## config.mk

```make
export PLATFORM = sky130hd
export DESIGN_NAME = traceback_top
export DESIGN_NICKNAME = d
export VERILOG_FILES = /design/src/logic/align_geom_pkg.sv /design/src/logic/trace_code_pkg.sv /design/src/logic/column_fetcher.sv /design/src/logic/tile_store.sv /design/src/logic/traceback_walker.sv /design/src/logic/traceback_top.sv
export SDC_FILE = /design/constraint.sdc
export NUM_CORES = 1
export LEC_CHECK = 0
export BUFFER_PORTS_ARGS = -buffer_cell sky130_fd_sc_hd__buf_2
export CAP_MARGIN = 10
export CORE_MARGIN = 10
export CORE_UTILIZATION = 40
export CTS_CLUSTER_SIZE = 12
export DETAILED_ROUTE_END_ITERATION = 8
export PLACE_DENSITY = 0.55
export RECOVER_POWER = 100
export SYNTH_ARGS = -nofsm -noshare
export SYNTH_HDL_FRONTEND = slang
export SYNTH_SLANG_ARGS = --single-unit
```

## constraint.sdc

```tcl
create_clock -name clk -period 15 [get_ports clk]
set_clock_uncertainty 0.05 [all_clocks]
set_input_delay 3 -clock clk [delete_from_list [all_inputs] [get_ports clk]]
set_output_delay 3 -clock clk [all_outputs]
set_load 0.005 [all_outputs]
```

## src/logic/align_geom_pkg.sv

```systemverilog
package align_geom_pkg;

	// score matrix coordinates, 64 by 64
	localparam int POS_WIDTH = 6;

	// tile edge and in-tile offset width
	localparam int TILE_LEN       = 8;
	localparam int TILE_IDX_WIDTH = 3;

	typedef logic [POS_WIDTH-1:0] pos_t;           // matrix row or column
	typedef logic [TILE_IDX_WIDTH-1:0] tile_idx_t; // offset inside the tile

	// x is the row, y the column
	// also used as tile anchor (row base, column base)
	typedef struct packed {
		pos_t x;
		pos_t y;
	} start_req_t;

	// one column read from the direction memory
	typedef struct packed {
		pos_t col;       // matrix column
		pos_t first_row; // row of entry 0
	} col_req_t;

endpackage

```

## src/logic/trace_code_pkg.sv

```systemverilog
package trace_code_pkg;

	import align_geom_pkg::*;

	// h_src codes of a direction entry
	localparam logic [1:0] H_STOP = 2'd0;
	localparam logic [1:0] H_DIAG = 2'd1;
	localparam logic [1:0] H_LEFT = 2'd2; // came from the left gap
	localparam logic [1:0] H_UP   = 2'd3; // came from the up gap

	typedef struct packed {
		logic [1:0] h_src;
		logic       e_ext; // left gap keeps extending
		logic       f_ext; // up gap keeps extending
	} dir_entry_t;

	// entry k is row first_row+k
	typedef dir_entry_t [TILE_LEN-1:0] column_t;

	// all entries stop, fills columns outside the matrix
	localparam column_t STOP_COLUMN = '0;

	// M diagonal, I left, D up
	typedef enum logic [1:0] {
		M,
		I,
		D,
		STOP
	} trace_sym_t;

	typedef enum logic [1:0] {
		IDLE,
		FILL,
		WALK,
		FINISH
	} walk_state_t;

endpackage

```

## src/logic/column_fetcher.sv

```systemverilog
module column_fetcher import align_geom_pkg::*, trace_code_pkg::*; (
	input  logic       clk,
	input  logic       rst_n,
	// refill request from the walker
	input  logic       refill_valid,
	output logic       refill_ready,
	input  start_req_t refill_anchor,
	// column requests to the direction memory
	output logic       mem_req_valid,
	input  logic       mem_req_ready,
	output col_req_t   mem_req,
	// column responses, in request order
	input  logic       mem_rsp_valid,
	output logic       mem_rsp_ready,
	input  column_t    mem_rsp,
	// tile write port
	output logic       wr_en,
	output tile_idx_t  wr_col,
	output column_t    wr_data,
	output logic       tile_loaded
);

	start_req_t         anchor_q;
	tile_idx_t          cnt;      // column offset being fetched
	logic               active;
	logic               wait_rsp; // request accepted, response pending
	logic               loaded_q;
	logic               last_col;
	logic               skip_col;
	logic [POS_WIDTH:0] col_sum;

	assign refill_ready = !active;

	// one extra bit to catch columns past the matrix edge
	assign col_sum  = {1'b0, anchor_q.y} + {{(POS_WIDTH-TILE_IDX_WIDTH+1){1'b0}}, cnt};
	assign skip_col = col_sum[POS_WIDTH];
	assign last_col = (cnt == tile_idx_t'(TILE_LEN-1));

	assign mem_req_valid = active && !wait_rsp && !skip_col;
	assign mem_req       = '{col: col_sum[POS_WIDTH-1:0], first_row: anchor_q.x};
	assign mem_rsp_ready = wait_rsp;

	// response write, or stop fill when the column does not exist
	assign wr_en   = (wait_rsp && mem_rsp_valid) || (active && !wait_rsp && skip_col);
	assign wr_col  = cnt;
	assign wr_data = wait_rsp ? mem_rsp : STOP_COLUMN;

	assign tile_loaded = loaded_q;

	always_ff @(posedge clk) begin
		if (refill_valid && refill_ready)
			anchor_q <= refill_anchor;
	end

	always_ff @(posedge clk or negedge rst_n) begin
		if (!rst_n) begin
			active   <= 1'b0;
			wait_rsp <= 1'b0;
			cnt      <= '0;
			loaded_q <= 1'b0;
		end else begin
			loaded_q <= 1'b0;
			if (refill_valid && refill_ready) begin
				active <= 1'b1;
				cnt    <= '0;
			end
			if (mem_req_valid && mem_req_ready)
				wait_rsp <= 1'b1;
			if (wr_en) begin
				wait_rsp <= 1'b0;
				cnt      <= cnt + tile_idx_t'(1);
				if (last_col) begin
					active   <= 1'b0;
					loaded_q <= 1'b1; // tile readable from next cycle
				end
			end
		end
	end

	// a stalled request must not change under the memory
	a_req_stable: assert property (@(posedge clk) disable iff (!rst_n)
		mem_req_valid && !mem_req_ready |=> mem_req_valid && $stable(mem_req))
		else $error("column request changed while stalled");

endmodule

```

## src/logic/tile_store.sv

```systemverilog
module tile_store import align_geom_pkg::*, trace_code_pkg::*; (
	input  logic       clk,
	input  logic       rst_n,
	// column-wide write from the fetcher
	input  logic       wr_en,
	input  tile_idx_t  wr_col,
	input  column_t    wr_data,
	// single entry read for the walker
	input  tile_idx_t  rd_x,  // row offset
	input  tile_idx_t  rd_y,  // column offset
	output dir_entry_t rd_entry
);

	// one column_t per tile column, rows packed inside
	column_t tile [TILE_LEN];

	always_ff @(posedge clk or negedge rst_n) begin
		if (!rst_n) begin
			for (int k = 0; k < TILE_LEN; k++)
				tile[k] <= STOP_COLUMN;
		end else if (wr_en) begin
			tile[wr_col] <= wr_data;
		end
	end

	// combinational read, sees a write one cycle later
	assign rd_entry = tile[rd_y][rd_x];

	// an unknown index would corrupt a random column
	a_wr_col_known: assert property (@(posedge clk) disable iff (!rst_n)
		wr_en |-> !$isunknown(wr_col))
		else $error("tile write with unknown column index");

endmodule

```

## src/logic/traceback_walker.sv

```systemverilog
module traceback_walker import align_geom_pkg::*, trace_code_pkg::*; (
	input  logic       clk,
	input  logic       rst_n,
	// start handshake
	input  logic       start_valid,
	output logic       start_ready,
	input  start_req_t start_req,
	// tile refill to the fetcher
	output logic       refill_valid,
	input  logic       refill_ready,
	output start_req_t refill_anchor,
	input  logic       tile_loaded,
	// tile read
	output tile_idx_t  rd_x,
	output tile_idx_t  rd_y,
	input  dir_entry_t rd_entry,
	// symbol output
	output logic       sym_valid,
	input  logic       sym_ready,
	output trace_sym_t sym,
	output logic       done,
	output logic       busy
);

	walk_state_t state;
	pos_t        pos_x;
	pos_t        pos_y;
	pos_t        base_x;  // tile top row
	pos_t        base_y;  // tile left column
	pos_t        nxt_x;
	pos_t        nxt_y;
	trace_sym_t  prev;    // gap state, only M, I or D
	trace_sym_t  cur_sym;
	trace_sym_t  nxt_prev;
	logic        move_x;
	logic        move_y;
	logic        stop_walk;
	logic        leave_tile;
	logic        step_en;

	// tile top-left for a bottom-right cell, clamped at the matrix edge
	function automatic pos_t tile_base(pos_t p);
		return (p > pos_t'(TILE_LEN-1)) ? p - pos_t'(TILE_LEN-1) : '0;
	endfunction

	assign rd_x = tile_idx_t'(pos_x - base_x);
	assign rd_y = tile_idx_t'(pos_y - base_y);

	// symbol rule
	always_comb begin
		cur_sym  = M;
		nxt_prev = M;
		case (prev)
			I: begin
				cur_sym  = I;
				nxt_prev = rd_entry.e_ext ? I : M;
			end
			D: begin
				cur_sym  = D;
				nxt_prev = rd_entry.f_ext ? D : M;
			end
			default: begin
				case (rd_entry.h_src)
					H_STOP:  cur_sym = STOP;
					H_DIAG:  cur_sym = M;
					H_LEFT:  cur_sym = I;
					default: cur_sym = D;
				endcase
				nxt_prev = cur_sym; // gap opens in the emitted direction
			end
		endcase
	end

	assign move_x = (cur_sym == M) || (cur_sym == D);
	assign move_y = (cur_sym == M) || (cur_sym == I);

	// end on stop or on a move off the matrix
	assign stop_walk = (cur_sym == STOP) ||
		(move_x && (pos_x == '0)) ||
		(move_y && (pos_y == '0));

	assign nxt_x = move_x ? pos_x - pos_t'(1) : pos_x;
	assign nxt_y = move_y ? pos_y - pos_t'(1) : pos_y;

	assign leave_tile = (nxt_x < base_x) || (nxt_y < base_y);

	// output slot free or freeing this cycle
	assign step_en = (state == WALK) && (!sym_valid || sym_ready);

	assign start_ready   = (state == IDLE);
	assign done          = (state == FINISH);
	assign busy          = (state == FILL) || (state == WALK);
	assign refill_anchor = '{x: base_x, y: base_y};

	always_ff @(posedge clk or negedge rst_n) begin
		if (!rst_n) begin
			state        <= IDLE;
			pos_x        <= '0;
			pos_y        <= '0;
			base_x       <= '0;
			base_y       <= '0;
			prev         <= M;
			refill_valid <= 1'b0;
			sym_valid    <= 1'b0;
		end else begin
			if (sym_valid && sym_ready)
				sym_valid <= 1'b0;
			if (refill_valid && refill_ready)
				refill_valid <= 1'b0;
			case (state)
				IDLE: begin
					if (start_valid) begin
						pos_x        <= start_req.x;
						pos_y        <= start_req.y;
						base_x       <= tile_base(start_req.x);
						base_y       <= tile_base(start_req.y);
						prev         <= M;
						refill_valid <= 1'b1;
						state        <= FILL;
					end
				end
				FILL: begin
					if (tile_loaded)
						state <= WALK;
				end
				WALK: begin
					if (step_en) begin
						if (stop_walk) begin
							state <= FINISH;
						end else begin
							sym_valid <= 1'b1;
							pos_x     <= nxt_x;
							pos_y     <= nxt_y;
							prev      <= nxt_prev;
							if (leave_tile) begin // new tile ends at the new cell
								base_x       <= tile_base(nxt_x);
								base_y       <= tile_base(nxt_y);
								refill_valid <= 1'b1;
								state        <= FILL;
							end
						end
					end
				end
				default: state <= IDLE; // FINISH lasts one cycle
			endcase
		end
	end

	always_ff @(posedge clk) begin
		if (step_en && !stop_walk)
			sym <= cur_sym;
	end

	// held symbol must survive back-pressure
	a_sym_stable: assert property (@(posedge clk) disable iff (!rst_n)
		sym_valid && !sym_ready |=> sym_valid && $stable(sym))
		else $error("symbol changed before it was accepted");

endmodule

```

## src/logic/traceback_top.sv

```systemverilog
module traceback_top import align_geom_pkg::*, trace_code_pkg::*; (
	input  logic       clk,
	input  logic       rst_n,
	// start from the host
	input  logic       start_valid,
	output logic       start_ready,
	input  start_req_t start_req,
	// direction memory
	output logic       mem_req_valid,
	input  logic       mem_req_ready,
	output col_req_t   mem_req,
	input  logic       mem_rsp_valid,
	output logic       mem_rsp_ready,
	input  column_t    mem_rsp,
	// alignment symbols to the host
	output logic       sym_valid,
	input  logic       sym_ready,
	output trace_sym_t sym,
	output logic       done,
	output logic       busy
);

	logic       refill_valid;
	logic       refill_ready;
	start_req_t refill_anchor;
	logic       tile_loaded;
	logic       wr_en;
	tile_idx_t  wr_col;
	column_t    wr_data;
	tile_idx_t  rd_x;
	tile_idx_t  rd_y;
	dir_entry_t rd_entry;

	column_fetcher fetcher_i (
		.clk           (clk),
		.rst_n         (rst_n),
		.refill_valid  (refill_valid),
		.refill_ready  (refill_ready),
		.refill_anchor (refill_anchor),
		.mem_req_valid (mem_req_valid),
		.mem_req_ready (mem_req_ready),
		.mem_req       (mem_req),
		.mem_rsp_valid (mem_rsp_valid),
		.mem_rsp_ready (mem_rsp_ready),
		.mem_rsp       (mem_rsp),
		.wr_en         (wr_en),
		.wr_col        (wr_col),
		.wr_data       (wr_data),
		.tile_loaded   (tile_loaded)
	);

	tile_store tile_i (
		.clk      (clk),
		.rst_n    (rst_n),
		.wr_en    (wr_en),
		.wr_col   (wr_col),
		.wr_data  (wr_data),
		.rd_x     (rd_x),
		.rd_y     (rd_y),
		.rd_entry (rd_entry)
	);

	traceback_walker walker_i (
		.clk           (clk),
		.rst_n         (rst_n),
		.start_valid   (start_valid),
		.start_ready   (start_ready),
		.start_req     (start_req),
		.refill_valid  (refill_valid),
		.refill_ready  (refill_ready),
		.refill_anchor (refill_anchor),
		.tile_loaded   (tile_loaded),
		.rd_x          (rd_x),
		.rd_y          (rd_y),
		.rd_entry      (rd_entry),
		.sym_valid     (sym_valid),
		.sym_ready     (sym_ready),
		.sym           (sym),
		.done          (done),
		.busy          (busy)
	);

endmodule

```

==> results.md, run 1 <==
- The run finished, with violations left.
- The final reports fail on capacitance limit, slew limit.
- The tightest min-delay check is of the reg2reg type.
- The number of port buffers is 69.
- The setup TNS is 0 ns.
- The share of the synthesized area in the top cell type is 0.490.
- The routed length per placed instance is 19.1 um.
- The initial antenna violation count is 0.
- Dividing the final minimum period by the clock period gives 0.647.
- Setup repair after global routing left no endpoint under its margin.
- The count of inserted antenna diode cells is 0.
- The clock tree from TritonCTS is built.
- The floorplan die height is 213 um.
- The post-cts repair resize count is 0.
- The number of synthesized flops with an enable pin is 14.
- Once detailed placement completed, the half-perimeter wirelength came to 22000 um.
- The core utilization of the finished layout is 0.452.
- The buffer cell driving the clock tree root is sky130_fd_sc_hd__clkbuf_16.
- After synthesis, the netlist uses 69 different library cells.
- The count of final hold-check violations is 0.
- The post-layout instance count excluding filler cells is 1908.
- Dividing the detail-routed via count by the number of cells gives 5.34.
- The post-synthesis cell count is 1390.
- Once placement completed, the tool counted placed cells totaling 1851.
- The critical path in this run is classified as reg2reg.
- The number of detailed-routing iterations run before antenna repair is 5.
- The overall die area is 0.0454 mm^2.
- The sequential-to-total area share from yosys stat is 0.518.
- The slowest cell on the critical path is sky130_fd_sc_hd__clkbuf_1.
- The standard-cell row count is 70.
- The final global-route overflow total is 0.
- Based on the critical path, the design can be clocked at up to 0.103 GHz.
- The minimum hold slack is 0.405 ns.
- The clock sink count is 306.
- The number of nets with antenna violations after routing is 0.
- The clock latency on the worst-skew pair is 0.54 ns.
- Sorting the synthesized cells by how often they occur yields 332 x sky130_fd_sc_hd__nand2_1, 292 x sky130_fd_sc_hd__dfrtp_1, 282 x sky130_fd_sc_hd__o21ai_0.
- In this run the mean area of a mapped cell was 10.7 um^2.
- The congestion estimate from routability-driven global placement came to 0.839.
- Entering global routing, the biggest net connects 171 pins.
- After filler insertion, the fill cell instance count of the layout stands at 3468.
- The first global-routing pass estimated 59900 um of wire.
- The summed instance area of the synthesized netlist is 0.0149 mm^2.
- The total CTS buffers is 35.
- The net total in the final layout is 1503.
- In the post-synthesis netlist, the biggest area contributors are sky130_fd_sc_hd__dfrtp_1 49%, sky130_fd_sc_hd__o21ai_0 9.5%, sky130_fd_sc_hd__mux4_2 9.2%.
- STA puts the critical path data arrival time at 10.06 ns.
- The worst setup path is launched from a flip-flop.
- The total area inside the core boundary comes to 0.0367 mm^2.
- Clock-pin slew was measured on the worst setup and hold paths at 0.06 ns.
- The area overhead of the layout relative to synthesis is 11.2%.
- In this run the post-CTS setup repair buffer count came out at 0.
- The time the final worst path needs with I/O delays and setup is 9.71 ns.
- Counting instances, the worst hold path has a depth of 0.
- The via count is 10200.
- The hold buffer count at cts is 0.
- Setup violations remaining at the end of the flow were counted as 0.
- For the worst setup path, the data required time is 15.35 ns.
- Measured against its own limit, the worst slew margin works out to -3.44.
- The count of synthesis-stage warnings from yosys is 0.
- The number of I/O pins is 70.
- The number of global-route vias before repair came to 10600.
- After synthesis the netlist holds a flip-flop and latch count of 306.
- The critical path goes through inv_1, ha_1, clkbuf_1, mux4_1, mux2_2, a2bb2oi_1, and2_1, xnor2_1, o22ai_1, nor3_1, xnor2_1, inv_1, ha_1, a21oi_1, nor2b_1, o21ai_0, nand2b_1, nor2_1, nand4_1, mux2i_1, nor3b_4, a21o_2, mux2_1.
- The ratio of cells with drive above 1 in the final layout is 0.135.
- Yosys instantiated no cell more often than sky130_fd_sc_hd__nand2_1.
- The count of cells along the worst register-to-register path is 23.
- In this run the horizontal extent of the chip is 213 um.
- The level count of the clock H-tree is 2.
- The number of nets in the synthesized netlist is 1473.
- The maximum buffer depth of the clock tree is 3.
- Counting flops with an async set or reset pin after synthesis yields a share of 0.954.
- The stage delay of the slowest cell on the critical path is 3.20 ns.
- The number of pins with negative max-slew slack in the final report was 734.
- The total global-route track usage is 0.167.
- The total detailed-routing wirelength is 36400 um.
- STA classifies the critical path endpoint as a flip-flop.
- The most used flip-flop cell after synthesis is sky130_fd_sc_hd__dfrtp_1.
- The total of max-cap violations is 11.
- After detailed routing, the number of remaining DRC violations is 0.
- The transition time at the pin with the least slew margin is 6.65 ns.
- The count of routing violations after the opening detailed-route iteration is 639.
- The critical-path maximum fanout is 52.
- The most area-hungry cell type in the Yosys netlist is sky130_fd_sc_hd__dfrtp_1.
- The initial cell density of the core is 0.406.
-- final cells by class --
| type | count | area, um^2 | area share |
|---|---|---|---|
| sequential | 306 | 7730 | 0.466 |
| multi-input combinational | 957 | 6610 | 0.398 |
| clock buffer | 50 | 992 | 0.0598 |
| tap | 468 | 586 | 0.0353 |
| timing repair buffer | 84 | 405 | 0.0245 |
| inverter | 36 | 135 | 0.00815 |
| clock inverter | 7 | 128 | 0.00770 |
-- stage by stage --
| step | setup WS, ns | instance area [um^2] |
|---|---|---|
| 2_1_floorplan | 9.54 | 14900 |
| 3_3_place_gp | 8.41 | 15600 |
| 3_5_place_dp | 8.34 | 15600 |
| 4_1_cts | 8.32 | 16700 |
| 5_1_grt | 3.98 | 16600 |
| 6_report | 5.29 | 16600 |
-- cell usage in the layout (no fill, tap or decap), types with 20 or more instances in the layout --
cell type | Yosys | layout
sky130_fd_sc_hd__buf_2 | 9 | 50
sky130_fd_sc_hd__xnor2_1 | 20 | 20
sky130_fd_sc_hd__nor2_1 | 25 | 26
sky130_fd_sc_hd__mux4_2 | 61 | 61
sky130_fd_sc_hd__mux2i_1 | 20 | 20
sky130_fd_sc_hd__o21ai_0 | 282 | 282
sky130_fd_sc_hd__clkbuf_16 | 0 | 35
sky130_fd_sc_hd__ha_1 | 30 | 30
sky130_fd_sc_hd__dfrtp_1 | 292 | 292
sky130_fd_sc_hd__inv_1 | 36 | 36
sky130_fd_sc_hd__nand2_1 | 332 | 331
sky130_fd_sc_hd__clkbuf_1 | 61 | 39
-- cell families (layout without fill, tap and decap cells) --
family | count (synthesis) | count (layout) | share of synthesized area
AOI/OAI and AO/OA | 356 | 356 | 0.132
xor gates and xnor gates | 28 | 28 | 0.0185
adders and majority gates | 33 | 33 | 0.0292
buffers and inverters | 127 | 177 | 0.0388
DFF | 306 | 306 | 0.518
muxes | 114 | 114 | 0.144
and+or+nand+nor | 426 | 426 | 0.120
-- registers in the layout (all words and copies together), names as in the netlist --
signal	flops
fetcher_i.mem_rsp_ready	1
walker_i.state	2
walker_i.pos_y	6
walker_i.sym_valid	1
walker_i.base_x	6
walker_i.refill_valid	1
fetcher_i.active	1
fetcher_i.tile_loaded	1
walker_i.pos_x	6
fetcher_i.mem_req	6
walker_i.sym	2
tile_i.tile	256
walker_i.prev	2
walker_i.base_y	6
fetcher_i.wr_col	3
fetcher_i.anchor_q	6
-- worst max-delay path: cells and delay by family, from the launching register on --
| family | cells | cell delay [ns] |
|---|---|---|
| buf+inv | 3 | 3.45 |
| mux | 4 | 1.72 |
| compound gates | 5 | 1.39 |
| fa+ha+maj | 2 | 1.14 |
| simple gates | 7 | 0.91 |
| xor+xnor | 2 | 0.44 |
| flops | 1 | 0.41 |
-- final timing paths --
check	start	to	slack, ns
setup / recovery	walker_i.pos_y[0]$_DFFE_PN0P_	walker_i.base_x[4]$_DFFE_PN0P_	5.29
hold / removal	walker_i.base_x[5]$_DFFE_PN0P_	fetcher_i.mem_req[5]$_DFFE_PP_	0.40
setup reg to reg	walker_i.pos_y[0]$_DFFE_PN0P_	walker_i.base_x[4]$_DFFE_PN0P_	5.29
hold reg to reg	walker_i.base_x[5]$_DFFE_PN0P_	fetcher_i.mem_req[5]$_DFFE_PP_	0.40
max in group asynchronous	rst_n	tile_i.tile[165]$_DFFE_PN0P_	6.24
min in group asynchronous	rst_n	tile_i.tile[150]$_DFFE_PN0P_	4.91
-- routing by layer --
metal	global-route usage	wire [um]	vias up
met4	0.0455	686	0
li1	-	-	4950
met2	0.264	16800	163
met3	0.0252	1430	49
met1	0.234	17500	5034
met5	0	0	-
Power of run 1 is left out: the tool's default activity adds up to more than one toggle a clock period on the data nets, which glitch-free logic cannot reach.
==> run 2: changes to the inputs <==
Clock period 15 ns to 10.1 ns, I/O delays scaled along.
==> run 2 against run 1 <==
Compared with the run above:
- the flow still finishes with violations (capacitance limit, slew limit)
- worst hold slack improved by 0.012 ns
- first-iteration DRC count decreased by 2.7%
- critical endpoint is now walker_i.base_y[3]$_DFFE_PN0P_
- final cell count increased by 0.21%
- die area unchanged
- largest cell class unchanged
- core utilization decreased by 0.068 points
- routed wire length increased by 0.28%
- non-clock buffer count increased by 2
- sequential share of layout area increased by 0.070 points
- worst setup slack got worse by 3.0 ns
==> results.md, run 2 (synthesized netlist as in run 1, its figures left out) <==
- The flow ran to the end, but the final reports show violations.
- In the final layout, the share of cells above drive strength 1 is 0.138.
- The register with the most flip-flops in the layout has 256 of them.
- The number of port buffers is 69.
- The cell family contributing the most delay on the critical path is compound AO/OA/AOI/OAI gates.
- The transition time at the pin with the least slew margin is 5.50 ns.
- The type of the tightest min-delay check is reg2reg.
- In this run the remaining antenna-violating nets after routing total 0.
- The stage delay of the slowest cell on the critical path is 0.98 ns.
- After detailed routing, the total wire length is 36500 um.
- The first TritonRoute pass finished after 5 iterations.
- The floorplan die height is 213 um.
- The number of pins with negative max-slew slack in the final report came to 655.
- The overall die area is 0.0454 mm^2.
- The area growth from synthesis to layout is 11.0%.
- The initial utilization of the core area, before any placement, comes to 0.406.
- Measured against its own limit, the worst slew margin works out to -2.66.
- The via count is 10200.
- The critical path goes through inv_1, ha_1, buf_4, mux4_1, mux2_2, a2bb2oi_1, o211ai_1, xnor2_1, o22ai_1, nor3_1, xnor2_1, inv_1, ha_1, a21oi_1, nor2b_1, o21ai_0, nand2b_1, a41oi_1, a21oi_1, o21a_1, nor3b_1, a21o_1, mux2_2.
- Routability-driven placement finished with a final weighted congestion of 0.865.
- The critical path is of the reg2reg type.
- The die is 213 um wide.
- Entering global routing, the biggest net connects 98 pins.
- In this run the deepest clock path goes through 3 buffers.
- Summed over all layers, the global routing overflow is 0.
- The initial antenna violation count is 1.
- The count of inserted antenna diode cells is 0.
- Leaving out fill and tap cells, the most frequent cells in the layout are 331 x sky130_fd_sc_hd__nand2_1, 292 x sky130_fd_sc_hd__dfrtp_1, 282 x sky130_fd_sc_hd__o21ai_0.
- The clock latency on the worst-skew pair is 0.53 ns.
- The arrival time of the worst setup path is 8.13 ns.
- Counting the fill cells in the layout gives 3505.
- More flip-flops sit in one register than any other, and that register is tile_i.tile.
- Clock tree synthesis found a total of 306 sinks.
- The setup TNS is 0 ns.
- The routed length per placed instance is 19.1 um.
- The count of final hold-check violations came to 0.
- STA puts the critical path data required time at 10.45 ns.
- The global-route wire length before repair is 59400 um.
- Max-cap violations in this run came to 10.
- Counting the buffers created by CTS gives 35.
- The number of global-route vias before repair is 10500.
- The number of setup violations in the final report is 0.
- The total global-route track usage is 0.166.
- 70 I/O pins were placed.
- The via density per instance is 5.32.
- The total setup buffers inserted after CTS is 0.
- The portion of the clock cycle consumed by the worst path in the final layout is 0.770.
- Setup repair after global routing left no endpoint under its margin.
- The clock tree from TritonCTS is built.
- The critical-path maximum fanout is 48.
- The endpoint class of the critical path is a flip-flop.
- The total area inside the core boundary comes to 0.0367 mm^2.
- The detailed-placement wirelength estimate is 22300 um.
- The timing-limited maximum frequency is 0.129 GHz.
- Row generation in the floorplan step produced 70 rows.
- OpenSTA, run right after detailed placement, puts the worst setup slack at 3.55 ns.
- After clock tree synthesis, the clock-pin slew on the worst setup and hold paths is 0.06 ns.
- The net total in the final layout is 1505.
- The total DRC errors in the routed layout is 0.
- The checks that failed: capacitance limit, slew limit.
- CTS built an H-tree with a depth of 2.
- The clock period could shrink to 7.77 ns.
- The post-cts repair resize count is 0.
- For this block, the initial DRC count from the detailed router was 622.
- The final setup slack of the worst path is 2.33 ns.
- The critical path contains buffers and inverters numbering 3 combined.
- For this design, the slowest cell found on the critical path is sky130_fd_sc_hd__ha_1.
- The startpoint kind of the worst setup timing path is a flip-flop.
- The most frequent standard cell in the layout excluding fill and tap cells is sky130_fd_sc_hd__nand2_1.
- The tree is rooted in a sky130_fd_sc_hd__clkbuf_16.
- The hold buffer count at cts is 0.
run 2: path summary, 6_finish.rpt:
path,start,end,slack [ns],cells past startpoint
min in group asynchronous,rst_n,tile_i.tile[146]$_DFFE_PN0P_,3.49,1
worst max register to register,walker_i.pos_y[0]$_DFFE_PN0P_,walker_i.base_y[3]$_DFFE_PN0P_,2.33,23
worst max-delay path,walker_i.pos_y[0]$_DFFE_PN0P_,walker_i.base_y[3]$_DFFE_PN0P_,2.33,23
max in group asynchronous,rst_n,tile_i.tile[84]$_DFFE_PN0P_,2.73,3
worst min-delay path,walker_i.base_x[5]$_DFFE_PN0P_,fetcher_i.mem_req[5]$_DFFE_PP_,0.42,0
worst min register to register,walker_i.base_x[5]$_DFFE_PN0P_,fetcher_i.mem_req[5]$_DFFE_PP_,0.42,0
run 2: final cells by class:
type | instances | area, um^2 | area share
flip-flops and latches | 306 | 7730 | 0.467
well taps | 468 | 586 | 0.0354
clock inverters | 6 | 70.1 | 0.00423
multi-input cells | 957 | 6600 | 0.398
repair buffers | 86 | 415 | 0.0251
inverters | 36 | 135 | 0.00816
clock buffers | 53 | 1020 | 0.0619
run 2: routing by layer:
| metal | wire (um) | part of all wire | global-route usage |
|---|---|---|---|
| met1 | 17600 | 0.48 | 0.231 |
| met2 | 16900 | 0.46 | 0.267 |
| met3 | 1340 | 0.037 | 0.0245 |
| met4 | 659 | 0.018 | 0.0409 |
| met5 | 0 | 0 | 0 |
run 2: per-stage QoR:
| step | hold slack, ns | cell area [um^2] | utilization | instances |
|---|---|---|---|---|
| finish | 0.417 | 16600 | 0.451 | 1912 |
| global route | 0.437 | 16600 | 0.451 | 1912 |
| CTS | 0.420 | 16700 | 0.454 | 1912 |
| detailed placement | 0.392 | 15600 | 0.424 | 1853 |
| global placement | 0.397 | 15600 | 0.424 | 1853 |
| floorplan | 0.375 | 14900 | - | 1390 |
Power of run 2 is left out for the same reason.
==> run 3: changes to the inputs <==
Settings changed: PLACE_DENSITY 0.55 to 0.57.
Clock period 10.1 ns to 7.15 ns, I/O delays scaled along.
==> run 3 against run 2 <==
Compared with the run above:
- the run still ends with capacitance limit, slew limit left
- final cell count up 0.26%
- via count up 0.46%
- worst hold slack better by 0.0017 ns
- first-iteration DRC count up 5.1%
- core utilization up 0.28 points
- routed wire length down 0.29%
- die area unchanged
- critical endpoint is now walker_i.base_y[2]$_DFFE_PN0P_
- highest routed layer unchanged
==> results.md, run 3 (synthesized netlist as in run 1, its figures left out) <==
- The run finished, with violations left.
- The checks that failed: capacitance limit, slew limit.
- The critical path class is reg2reg.
- The via count is 10200.
- TritonCTS built the clock tree.
- Across all register-to-register paths, the minimum setup slack is 0.61 ns.
- The time the final worst path needs with I/O delays and setup is 6.54 ns.
- The hold buffer count at cts is 0.
- Buffers placed on the I/O ports in this run total 69.
- The library cell used most frequently in the layout, excluding fill and tap cells, is sky130_fd_sc_hd__nand2_1.
- The pin count of the biggest net entering global routing is 113.
- The die is 213 um tall.
- Post-CTS repair changed the size of 0 cells.
- In this run the most critical hold path is launched from walker_i.base_x[5]$_DFFE_PN0P_.
- Derived from the worst setup path, the maximum achievable clock frequency is 0.153 GHz.
- Along the worst path, the maximum fanout reaches 23.
- Before antenna repair, the detailed router went through 5 iterations.
- The weighted congestion reported at the end of routability-driven placement is 0.860.
- The clock-pin transition on the worst setup and hold timing paths is 0.06 ns.
- Max-cap violations in this run came to 10.
- The initial cell density of the core is 0.406.
- The post-route standard cell area excluding fillers is 0.0167 mm^2.
- In the layout the commonest cells are 331 x sky130_fd_sc_hd__nand2_1, 292 x sky130_fd_sc_hd__dfrtp_1, 282 x sky130_fd_sc_hd__o21ai_0.
- From synthesis to final layout, the design area changed by 11.7%.
- The number of setup violations in the final report is 0.
- The endpoint of the lowest-slack register-to-register path is walker_i.base_y[2]$_DFFE_PN0P_.
- Adding up every negative setup slack in the final design gives 0 ns.
- The number of global-route vias before repair is 10500.
- The standard-cell row count is 70.
- The total DRC errors in the routed layout is 0.
- The worst setup path is captured at a flip-flop.
- The total setup buffers inserted after CTS is 0.
- In the global route stage, overall resource usage came out at 0.164.
- The transition time at the pin with the least slew margin is 5.10 ns.
- The H-tree was split into 2 levels.
- The worst register-to-register path begins at walker_i.pos_y[0]$_DFFE_PN0P_.
- In this run the horizontal extent of the chip is 213 um.
- The first routing iteration left 654 violations.
- The number of pins with negative max-slew slack in the final report is 670.
- The number of antenna diodes in the final layout is 0.
- The number of fill cells is 3485.
- The ratio of cells with drive above 1 in the final layout is 0.144.
- The via density per instance is 5.33.
- The core footprint is 0.0367 mm^2.
- The buffer cell driving the clock tree root is sky130_fd_sc_hd__clkbuf_16.
- 70 I/O pins were placed.
- The sequential cell area is 0.00773 mm^2.
- The register with the highest flop count is tile_i.tile.
- The clock reaches the later pin of the worst-skew pair after 0.52 ns.
- Dividing the final minimum period by the clock period gives 0.915.
- Setup repair after global routing left no endpoint under its margin.
- In this run the deepest clock path goes through 3 buffers.
- The area used by multi-input combinational logic is 0.00661 mm^2.
- In this run the tightest slew margin relative to its limit is -2.40.
- The tightest min-delay check is of the reg2reg type.
- The count of cells along the worst register-to-register path is 25.
- The count of final hold-check violations is 0.
- The number of flip-flops under the largest register name is 256.
- Dividing the detail-routed wire length by the instance count gives 19.0 um.
- The worst hold path terminates at fetcher_i.mem_req[5]$_DFFE_PP_.
- The number of nets with antenna violations after routing is 0.
- The total CTS buffers is 35.
- The startpoint kind of the worst setup timing path is a flip-flop.
- The net total in the final layout is 1508.
- The data required time at the worst endpoint is 7.49 ns.
- The arrival time of the worst setup path is 6.88 ns.
- Clock tree synthesis found a total of 306 sinks.
- The total detailed-routing wirelength is 36400 um.
- The overall die area is 0.0454 mm^2.
- The core utilization of the finished layout is 0.454.
- The first global-routing pass estimated 59300 um of wire.
- Detailed placement finished with a half-perimeter wire length of 22800 um.
- The initial antenna violation count is 1.
- Along the worst hold path, the cell count comes to 0.
- The placed cell area is 0.0156 mm^2.
- The final global-route overflow total is 0.
-- run 3: cell count changes in the layout (fill, tap and decap cells not counted), sizes merged --
cell          change
clkinv            +4
buf               +2
clkbuf            -2
dlymetal6s4s      +1
-- run 3: how the worst max path moves through the flow --
stage	start	end	slack (ns)	depth (start not counted)
4_1_cts	walker_i.pos_y[0]$_DFFE_PN0P_	walker_i.base_x[2]$_DFFE_PN0P_	0.70	25
2_1_floorplan	walker_i.pos_y[0]$_DFFE_PN0P_	walker_i.base_x[1]$_DFFE_PN0P_	1.69	26
5_1_grt	walker_i.pos_y[0]$_DFFE_PN0P_	walker_i.base_y[0]$_DFFE_PN0P_	0.11	25
3_5_place_dp	walker_i.pos_y[0]$_DFFE_PN0P_	walker_i.base_x[2]$_DFFE_PN0P_	0.73	25
6_report	walker_i.pos_y[0]$_DFFE_PN0P_	walker_i.base_y[2]$_DFFE_PN0P_	0.61	25
3_3_place_gp	walker_i.pos_y[0]$_DFFE_PN0P_	walker_i.base_y[1]$_DFFE_PN0P_	0.91	25
-- run 3: through the flow --
step	hold slack (ns)	cells	setup slack, ns
final	0.419	1917	0.608
after global routing	0.442	1917	0.113
after CTS	0.419	1917	0.702
after detailed placement	0.405	1856	0.725
after global placement	0.392	1856	0.913
after floorplan	0.375	1390	1.69
-- run 3: critical path, stage by stage, from the launching register on --
cell and delay (ns):
sky130_fd_sc_hd__dfrtp_1 0.42, sky130_fd_sc_hd__inv_1 0.20, sky130_fd_sc_hd__ha_1 0.20, sky130_fd_sc_hd__inv_1 0.05, sky130_fd_sc_hd__fa_2 0.97, sky130_fd_sc_hd__buf_4 0.33
sky130_fd_sc_hd__mux4_1 0.31, sky130_fd_sc_hd__mux2_2 0.29, sky130_fd_sc_hd__a2bb2oi_1 0.15, sky130_fd_sc_hd__o211ai_1 0.20, sky130_fd_sc_hd__xnor2_1 0.17, sky130_fd_sc_hd__o22ai_4 0.33
sky130_fd_sc_hd__nor3_1 0.14, sky130_fd_sc_hd__xnor2_1 0.31, sky130_fd_sc_hd__inv_1 0.12, sky130_fd_sc_hd__ha_1 0.33, sky130_fd_sc_hd__a21oi_1 0.14, sky130_fd_sc_hd__nor2b_1 0.06
sky130_fd_sc_hd__o21ai_0 0.18, sky130_fd_sc_hd__nand2b_1 0.12, sky130_fd_sc_hd__nor2_1 0.16, sky130_fd_sc_hd__nand4_1 0.11, sky130_fd_sc_hd__mux2i_1 0.26, sky130_fd_sc_hd__nor3b_4 0.11
sky130_fd_sc_hd__a21o_2 0.35, sky130_fd_sc_hd__mux2_1 0.35
-- run 3: final cells by class --
type	instances	share of cell area
repair buffers	89	0.0275
inverters	36	0.00811
flip-flops and latches	306	0.464
multi-input cells	957	0.397
clock inverters	10	0.00533
well taps	468	0.0352
clock buffers	51	0.0629
-- run 3: per-layer routing --
layer,vias up,global-route usage,wire length [um]
met3,41,0.0264,1520
met1,5041,0.231,17300
met5,-,0,0
li1,4962,-,-
met2,172,0.260,17000
met4,0,0.0374,536
Power of run 3 is left out for the same reason.
